[src/cache_pkg.sv]
/* Shared widths and message layouts for the 2-way, 8-set L1 datapath.
   Length fields are not carried; line size is fixed at 16 bytes. */
`default_nettype none

package cache_pkg;

  // ==================================================
  // Widths
  // ==================================================
  localparam int ADDR_W         = 32;
  localparam int DATA_W         = 32;
  localparam int LINE_W         = 128;
  localparam int WORDS_PER_LINE = 4;
  localparam int WORD_OFF_W     = 2;
  localparam int NUM_SETS       = 8;
  localparam int IDX_W          = 3;
  localparam int LINE_ADDR_W    = 28;
  localparam int OPQ_W          = 8;

  typedef enum logic [2:0] {
    TYPE_READ    = 3'd0,
    TYPE_WRITE   = 3'd1,
    TYPE_INIT    = 3'd2,
    TYPE_AMO_ADD = 3'd3,
    TYPE_AMO_AND = 3'd4,
    TYPE_AMO_OR  = 3'd5
  } mem_type_t;

  typedef enum logic [1:0] {
    AMO_PASS = 2'd0,
    AMO_ADD  = 2'd1,
    AMO_AND  = 2'd2,
    AMO_OR   = 2'd3
  } amo_op_t;

  // ==================================================
  // Messages
  // ==================================================
  typedef struct packed {
    mem_type_t           msg_type;
    logic [OPQ_W-1:0]    opaque;
    logic [ADDR_W-1:0]   addr;
    logic [DATA_W-1:0]   data;
  } mem_req_t;

  typedef struct packed {
    mem_type_t           msg_type;
    logic [OPQ_W-1:0]    opaque;
    logic [DATA_W-1:0]   data;
  } mem_resp_t;

  typedef struct packed {
    mem_type_t           msg_type;
    logic [OPQ_W-1:0]    opaque;
    logic [ADDR_W-1:0]   addr;
    logic [LINE_W-1:0]   data;
  } line_req_t;

  typedef struct packed {
    mem_type_t           msg_type;
    logic [OPQ_W-1:0]    opaque;
    logic [LINE_W-1:0]   data;
  } line_resp_t;

  // Registered request, address already split
  typedef struct packed {
    mem_type_t              msg_type;
    logic [OPQ_W-1:0]       opaque;
    logic [DATA_W-1:0]      data;
    logic [LINE_ADDR_W-1:0] line_addr;
    logic [WORD_OFF_W-1:0]  word_off;
    logic                   domain;
  } req_fields_t;

  // ==================================================
  // Controller interface
  // ==================================================
  typedef struct packed {
    amo_op_t             amo_sel;
    logic                cachereq_en;
    logic                memresp_en;
    logic                is_refill;
    logic [1:0]          tag_wen;
    logic [1:0]          nsb_wen;
    logic                way_sel;
    logic                data_array_wen;
    logic [LINE_W/8-1:0] data_array_wben;
    logic                read_data_reg_en;
    logic                read_tag_reg_en;
    mem_type_t           memreq_type;
    logic                secure_mask;
  } dpath_ctrl_t;

  typedef struct packed {
    mem_type_t           cachereq_type;
    logic [ADDR_W-1:0]   cachereq_addr;
    logic                cachereq_nsbit;
    logic [1:0]          tag_match;
    logic [1:0]          nsb_match;
  } dpath_status_t;

endpackage

`default_nettype wire

[src/cache_req_decode.sv]
/* Captures one cache request per enable strobe.
   The byte-in-word offset is dropped; the index is the low bits of the line address. */
`timescale 1ns/1ps
`default_nettype none

module cache_req_decode
  import cache_pkg::*;
(
  input  wire         clk,
  input  wire         rst,
  input  wire         en,
  input  mem_req_t    cachereq_msg,
  input  wire         cachereq_domain,
  output req_fields_t fields
);

  logic [LINE_ADDR_W-1:0] line_addr_in;
  logic [WORD_OFF_W-1:0]  word_off_in;

  // Line address sits above the 16-byte offset
  assign line_addr_in = cachereq_msg.addr[ADDR_W-1 -: LINE_ADDR_W];
  assign word_off_in  = cachereq_msg.addr[3:2];

  always_ff @(posedge clk) begin
    if (rst) begin
      fields <= '0;
    end else if (en) begin
      fields.msg_type  <= cachereq_msg.msg_type;
      fields.opaque    <= cachereq_msg.opaque;
      fields.data      <= cachereq_msg.data;
      fields.line_addr <= line_addr_in;
      fields.word_off  <= word_off_in;
      fields.domain    <= cachereq_domain;
    end
  end

endmodule

`default_nettype wire

[src/cache_tag_way.sv]
/* One way of tag and NS-bit storage, read combinationally at the request index.
   Both arrays clear to zero on reset, so a zero line address hits after reset. */
`timescale 1ns/1ps
`default_nettype none

module cache_tag_way
  import cache_pkg::*;
(
  input  wire                    clk,
  input  wire                    rst,
  input  req_fields_t            fields,
  input  wire                    tag_wen,
  input  wire                    nsb_wen,
  input  wire                    fill_domain,
  output logic                   tag_match,
  output logic                   nsb_match,
  output logic [LINE_ADDR_W-1:0] stored_line_addr
);

  logic [LINE_ADDR_W-1:0] tags [NUM_SETS];
  logic [NUM_SETS-1:0]    nsbs;
  logic [IDX_W-1:0]       idx;

  assign idx = fields.line_addr[IDX_W-1:0];

  always_ff @(posedge clk) begin
    if (rst) begin
      for (int i = 0; i < NUM_SETS; i++) begin
        tags[i] <= '0;
      end
      nsbs <= '0;
    end else begin
      if (tag_wen) begin
        tags[idx] <= fields.line_addr;
      end
      if (nsb_wen) begin
        nsbs[idx] <= fill_domain;
      end
    end
  end

  assign stored_line_addr = tags[idx];
  assign tag_match        = (tags[idx] == fields.line_addr);
  // Secure lines only for secure requests
  assign nsb_match        = (fields.domain >= nsbs[idx]);

endmodule

`default_nettype wire

[src/cache_data_exec.sv]
/* Refill capture, store and atomic data, and the 16-entry line array.
   Entries are addressed as {index, way}; writes honour the per-byte enables. */
`timescale 1ns/1ps
`default_nettype none

module cache_data_exec
  import cache_pkg::*;
(
  input  wire               clk,
  input  wire               rst,
  input  dpath_ctrl_t       ctrl,
  input  req_fields_t       fields,
  input  line_resp_t        memresp_msg,
  input  wire               memresp_domain,
  output logic              fill_domain,
  input  wire  [DATA_W-1:0] resp_word,
  output logic [LINE_W-1:0] write_line,
  output logic [LINE_W-1:0] read_line
);

  localparam int ENTRIES = 2 * NUM_SETS;

  logic [LINE_W-1:0] memresp_line;
  logic [DATA_W-1:0] write_word;
  logic [LINE_W-1:0] fill_line;
  logic [IDX_W:0]    entry;
  logic [LINE_W-1:0] data_array [ENTRIES];

  // ==================================================
  // Memory response register
  // ==================================================
  always_ff @(posedge clk) begin
    if (rst) begin
      memresp_line <= '0;
      fill_domain  <= 1'b0;
    end else if (ctrl.memresp_en) begin
      memresp_line <= memresp_msg.data;
      fill_domain  <= memresp_domain;
    end
  end

  // Atomic result uses the word currently in the read register
  always_comb begin
    case (ctrl.amo_sel)
      AMO_ADD: write_word = fields.data + resp_word;
      AMO_AND: write_word = fields.data & resp_word;
      AMO_OR:  write_word = fields.data | resp_word;
      default: write_word = fields.data;
    endcase
  end

  // Same word in every slot, byte enables pick the target
  assign write_line = {WORDS_PER_LINE{write_word}};
  assign fill_line  = ctrl.is_refill ? memresp_line : write_line;
  assign entry      = {fields.line_addr[IDX_W-1:0], ctrl.way_sel};

  // ==================================================
  // Data array and read register
  // ==================================================
  always_ff @(posedge clk) begin
    if (rst) begin
      for (int i = 0; i < ENTRIES; i++) begin
        data_array[i] <= '0;
      end
    end else if (ctrl.data_array_wen) begin
      for (int b = 0; b < LINE_W / 8; b++) begin
        if (ctrl.data_array_wben[b]) begin
          data_array[entry][b*8 +: 8] <= fill_line[b*8 +: 8];
        end
      end
    end
  end

  always_ff @(posedge clk) begin
    if (rst) begin
      read_line <= '0;
    end else if (ctrl.read_data_reg_en) begin
      read_line <= data_array[entry];
    end
  end

endmodule

`default_nettype wire

[src/cache_result.sv]
/* Response word select, secure masking and memory request assembly.
   Masked responses return zero data. Writeback address comes from the victim register. */
`timescale 1ns/1ps
`default_nettype none

module cache_result
  import cache_pkg::*;
(
  input  wire                    clk,
  input  wire                    rst,
  input  dpath_ctrl_t            ctrl,
  input  req_fields_t            fields,
  input  wire [LINE_W-1:0]       read_line,
  input  wire [LINE_W-1:0]       write_line,
  input  wire [LINE_ADDR_W-1:0]  way0_line_addr,
  input  wire [LINE_ADDR_W-1:0]  way1_line_addr,
  output logic [DATA_W-1:0]      resp_word,
  output mem_resp_t              cacheresp_msg,
  output logic                   cacheresp_domain,
  output line_req_t              memreq_msg,
  output logic                   memreq_domain
);

  logic [LINE_ADDR_W-1:0] victim_line_addr;
  logic [LINE_ADDR_W-1:0] memreq_line_addr;

  assign resp_word = read_line[fields.word_off*DATA_W +: DATA_W];

  // Victim line address, held for the writeback
  always_ff @(posedge clk) begin
    if (rst) begin
      victim_line_addr <= '0;
    end else if (ctrl.read_tag_reg_en) begin
      victim_line_addr <= ctrl.way_sel ? way1_line_addr : way0_line_addr;
    end
  end

  // ==================================================
  // Cache response
  // ==================================================
  assign cacheresp_msg.msg_type = fields.msg_type;
  assign cacheresp_msg.opaque   = fields.opaque;
  assign cacheresp_msg.data     = ctrl.secure_mask ? '0 : resp_word;
  assign cacheresp_domain       = fields.domain;

  // ==================================================
  // Memory request
  // ==================================================
  // Odd memreq types are writebacks
  assign memreq_line_addr    = ctrl.memreq_type[0] ? victim_line_addr : fields.line_addr;
  assign memreq_msg.msg_type = ctrl.memreq_type;
  assign memreq_msg.opaque   = '0;
  assign memreq_msg.addr     = {memreq_line_addr, 4'b0000};
  assign memreq_msg.data     = write_line;
  assign memreq_domain       = fields.domain;

endmodule

`default_nettype wire

[src/cache_dpath.sv]
/* Blocking L1 datapath top: 2 ways, 8 sets, 16-byte lines, one NS bit per line.
   All sequencing is left to an outside controller driving the ctrl strobes. */
`timescale 1ns/1ps
`default_nettype none

module cache_dpath
  import cache_pkg::*;
(
  input  wire           clk,
  input  wire           rst,
  input  mem_req_t      cachereq_msg,
  input  wire           cachereq_domain,
  input  line_resp_t    memresp_msg,
  input  wire           memresp_domain,
  input  dpath_ctrl_t   ctrl,
  output mem_resp_t     cacheresp_msg,
  output logic          cacheresp_domain,
  output line_req_t     memreq_msg,
  output logic          memreq_domain,
  output dpath_status_t status
);

  req_fields_t            fields;
  logic                   fill_domain;
  logic [DATA_W-1:0]      resp_word;
  logic [LINE_W-1:0]      write_line;
  logic [LINE_W-1:0]      read_line;
  logic [1:0]             tag_match;
  logic [1:0]             nsb_match;
  logic [LINE_ADDR_W-1:0] way_line_addr [2];

  cache_req_decode u_decode (
    .clk             (clk),
    .rst             (rst),
    .en              (ctrl.cachereq_en),
    .cachereq_msg    (cachereq_msg),
    .cachereq_domain (cachereq_domain),
    .fields          (fields)
  );

  // One tag way per associativity slot
  for (genvar w = 0; w < 2; w++) begin : g_way
    cache_tag_way u_way (
      .clk              (clk),
      .rst              (rst),
      .fields           (fields),
      .tag_wen          (ctrl.tag_wen[w]),
      .nsb_wen          (ctrl.nsb_wen[w]),
      .fill_domain      (fill_domain),
      .tag_match        (tag_match[w]),
      .nsb_match        (nsb_match[w]),
      .stored_line_addr (way_line_addr[w])
    );
  end

  cache_data_exec u_exec (
    .clk            (clk),
    .rst            (rst),
    .ctrl           (ctrl),
    .fields         (fields),
    .memresp_msg    (memresp_msg),
    .memresp_domain (memresp_domain),
    .fill_domain    (fill_domain),
    .resp_word      (resp_word),
    .write_line     (write_line),
    .read_line      (read_line)
  );

  cache_result u_result (
    .clk              (clk),
    .rst              (rst),
    .ctrl             (ctrl),
    .fields           (fields),
    .read_line        (read_line),
    .write_line       (write_line),
    .way0_line_addr   (way_line_addr[0]),
    .way1_line_addr   (way_line_addr[1]),
    .resp_word        (resp_word),
    .cacheresp_msg    (cacheresp_msg),
    .cacheresp_domain (cacheresp_domain),
    .memreq_msg       (memreq_msg),
    .memreq_domain    (memreq_domain)
  );

  // Byte offset is not kept, so it reads back as zero
  assign status.cachereq_type  = fields.msg_type;
  assign status.cachereq_addr  = {fields.line_addr, fields.word_off, 2'b00};
  assign status.cachereq_nsbit = fields.domain;
  assign status.tag_match      = tag_match;
  assign status.nsb_match      = nsb_match;

endmodule

`default_nettype wire

[config.mk]
export PLATFORM = sky130hd
export DESIGN_NAME = cache_dpath
export DESIGN_NICKNAME = d
export VERILOG_FILES = /design/src/cache_pkg.sv /design/src/cache_req_decode.sv /design/src/cache_tag_way.sv /design/src/cache_data_exec.sv /design/src/cache_result.sv /design/src/cache_dpath.sv
export SDC_FILE = /design/constraint.sdc
export NUM_CORES = 2
export LEC_CHECK = 0
export ABC_AREA = 1
export ABC_CLOCK_PERIOD_IN_PS = 6900
export BUFFER_PORTS_ARGS = -buffer_cell sky130_fd_sc_hd__buf_2
export CORE_ASPECT_RATIO = 0.8
export CORE_MARGIN = 5
export CORE_UTILIZATION = 30
export DETAILED_ROUTE_END_ITERATION = 12
export MAX_ROUTING_LAYER = met4
export PLACE_DENSITY = 0.5
export SLEW_MARGIN = 15
export SYNTH_ARGS = -nofsm -noshare
export SYNTH_HDL_FRONTEND = slang
export SYNTH_HIERARCHICAL = 1
export SYNTH_SLANG_ARGS = --single-unit
[constraint.sdc]
create_clock -name clk -period 6.9 [get_ports clk]
set_clock_uncertainty 0.2 [all_clocks]
set_input_delay 0.345 -clock clk [delete_from_list [all_inputs] [get_ports clk]]
set_output_delay 0.345 -clock clk [all_outputs]
set_load 0.005 [all_outputs]
==> results.py <==
metrics = {
    "layout": {
        "final_cell_mix": "edfxtp_1 (2,496), nand2_1 (2,135), nor2_1 (1,876), nand3_1 (1,562), a21oi_1 (1,312)",
        "drive_gt1_share_pct": 9.414,
        "syn_to_final_growth_pct": 15.33,
        "nets": 14160,
        "postLayoutCellArea_sq_um": 154700,
        "layout_commonest_cell": "edfxtp_1",
    },
    "synth": {
        "synth_top_area_cell": "edfxtp_1",
        "synth_cells": 13590,
        "yosysUniqueCellTypes": 50,
        "ys.warnings.count": 6,
        "syn_avg_cell_area_sq_um": 9.875,
        "seq_area_frac_synth_pct": 61.46,
        "ys_ff_latch": 2871,
        "syn-cell-area_sq_um": 134200,
        "synth_top_area_share_pct": 55.86,
        "yosys-top-cells-area": "edfxtp_1 (56%), nand2_1 (6.0%), nand3_1 (5.8%)",
    },
    "detailed_routing": {
        "avgViaCountPerCell": 5.330,
        "postRouteWirelength_um": 523700,
        "num_vias": 107200,
        "postRouteAntennaNets": 0,
        "drt_pass1_iterations": 6,
        "routedWlPerCell_um": 26.05,
        "drcViolationCount": 0,
        "drtIter0Drc": 13960,
    },
    "setup_path": {
        "cp_data_arrival_time_ns": 5.26,
        "ff2ff_path_depth": 19,
        "r2r_slack_ns": 1.14,
        "cp_top_family": "simple AND/OR/NAND/NOR gates",
        "r2r-start": "u_decode/fields[1]",
        "cp_slowest_stage_delay_ns": 0.68,
        "cp_max_fo": 46,
        "crit_chain": "buf_4 -> nand2_1 -> nand3_1 -> nand2_1 -> inv_1 -> inv_1 -> ha_1 -> nand2_1 -> nor2_1 -> nand3_1 -> nand3_2 -> a21boi_0 -> o21ai_1 -> nand3b_4 -> buf_2",
        "critical_path_class": "reg -> out",
        "path_buf_inv": 4,
        "crit_slowest_cell": "nand3b_4",
        "r2r-end": "u_exec/data_array[4][60]",
        "cp_data_required_time_ns": 6.36,
        "crit_path_frequent_cell": "nand2_1",
        "cp.depth": 15,
        "endpoint_kind": "output port",
        "startpoint_type": "flip-flop",
    },
    "die": {
        "floorplan.initialDensity_pct": 30.13,
        "core_area_sq_um": 445300,
        "io_pins": 507,
        "die_x_um": 757.7,
        "dieArea_sq_um": 460800,
        "placementRows": 219,
        "fp.dieH_um": 608.2,
    },
    "hold_path": {
        "min_path_cells": 4,
        "worstHoldStart": "memresp_msg[41]",
        "hold_path.class": "in -> reg",
        "holdPathEnd": "u_exec/memresp_line[41]",
    },
    "placed_design": {
        "dpl.hpwl_um": 329300,
        "pre_cts_slack_ns": 1.364,
        "portBuffers": 475,
        "gp_congestion": 0.8907,
        "dpl-instance-area_sq_um": 139600,
    },
    "sta": {
        "setup_tns_ns": 0,
        "period_share_pct": 84.20,
        "finalCriticalPeriod_ns": 5.810,
        "hold_viol": 0,
        "max_freq_ghz": 0.1721,
        "timing.hold.ws_ns": 0.04299,
        "maxSlewViolCount": 0,
        "tightest_slew_ns": 1.309,
        "rsz0062_at_grt": "false",
        "slew_headroom_pct": 12.54,
        "setup_viol": 0,
        "fin_ws_ns": 1.090,
    },
    "clocking": {
        "cts.path.max_buffers": 4,
        "cts_setup_buffers": 0,
        "cts_sinks": 2871,
        "path_clk_slew_ns": 0.05,
        "cts_tree": "built",
        "cts-root-buf": "clkbuf_16",
        "htree_num_levels": 5,
        "clk_latency_ns": 0.97,
        "numCtsBuffers": 315,
    },
    "power": {
        "leakagePower_uw": 0.05703,
        "peakVddDrop_v": 0.0001993,
        "power_density_nw_per_um2": 274.4,
    },
    "run": {
        "cap_violations": 0,
    },
    "global_routing": {
        "grt_max_degree": 175,
        "grtUsageTotal_pct": 22.38,
        "grt-ovfl-total": 0,
        "use_met3_pct": 4.697,
        "busiest_layer": "met1",
        "grt_antenna_before_repair": 48,
        "grtUsageMet1_pct": 32.98,
        "use_met2_pct": 31.16,
        "grt_pass1_wl_um": 733800,
        "grt_pass1_vias": 97620,
    },
    "run_status": {
        "status": "complete, no violations",
    },
}
-- logic make-up after synthesis --
group,Yosys count,share of synthesized area [%]
buffers and inverters,2093,7.419
XOR/XNOR,2,0.01306
other,4,0.01119
multiplexers,24,0.4028
adder cells (fa/ha/maj),65,0.6117
AO/OA/AOI/OAI,2739,11.98
flip-flops,2871,61.46
AND/OR/NAND/NOR,5789,18.11
-- per-stage QoR --
stage	cells	total power [uW]	util, %
after detailed placement	19030	25100	31.35
after global routing	20090	43800	34.75
after global placement	19030	25080	31.35
after floorplan	13620	23080	-
final	20100	42470	34.75
after CTS	20070	42680	34.73
-- repair_timing --
item / 4_1_cts / 5_1_grt
hold buffers: 465 / 0
endpoints found under the hold margin: 484 / 0
resized for setup: 0 / 0
-- how the worst max path moves through the flow --
stage | from | to | slack (ns)
2_1_floorplan | u_decode/fields[2] | u_exec/data_array[11][36] | 3.49
3_3_place_gp | u_decode/fields[1] | u_exec/data_array[4][60] | 1.42
3_5_place_dp | u_decode/fields[1] | u_exec/data_array[4][60] | 1.36
4_1_cts | u_decode/fields[1] | memreq_msg[41] | 0.93
5_1_grt | u_decode/fields[1] | memreq_msg[41] | 0.79
6_report | u_decode/fields[1] | memreq_msg[41] | 1.09
-- state kept, by name, indices dropped and copies added (netlist names) --
signal,flops
u_exec/data_array,2048
g_way.u_way/tags,448
u_exec/memresp_line,128
u_exec/read_line,128
u_decode/fields,74
u_result/victim_line_addr,28
g_way.u_way/nsbs,16
u_exec/fill_domain,1
-- metal layers --
layer | vias up | routed length [um]
met4 | 0 | 12950
met1 | 53330 | 235000
met2 | 5252 | 220200
met5 | - | 0
li1 | 47970 | -
met3 | 602 | 55530
-- layout make-up --
cell class	count	area [sq um]
Clock buffer	422	8650
Fill cell	45230	290500
Tap cell	5967	7466
Sequential cell	2871	82470
Antenna cell	29	72.57
Clock inverter	156	1755
Inverter	855	3244
Timing Repair Buffer	1145	8954
Multi-Input combinational cell	8657	42130
-- worst register-to-register path, delay by kind of cell, from the launching register on --
kind                     cells  cell delay [ns]
flip-flops                   1             0.43
buffers and inverters        5             1.76
AO/OA/AOI/OAI                1             0.09
AND/OR/NAND/NOR             12             2.60
adder cells (fa/ha/maj)      1             0.37
-- cells in the mapped netlist (all sizes together) --
library cell  instances
a31oi               459
nand3b               16
o21bai                1
o2111ai               6
a22oi               514
a21oi              1312
o22ai                25
nand4                 8
nand2              2161
mux2i                24
nand3              1576
a211oi               56
and2                  2
a21boi               33
fa                    1
dfxtp               375
ha                   64
conb                  4
o21ai               321
nor2               1908
clkinv               52
or2                  40
xor2                  2
nor3                 78
o211ai               12
inv                 803
clkbuf              516
buf                 722
edfxtp             2496
-- power breakdown --
part	switching (uW)	internal (uW)
sequential	390	19500
clock	7430	9990
combinational	3910	1230
Power figures use the tool's default switching activity.
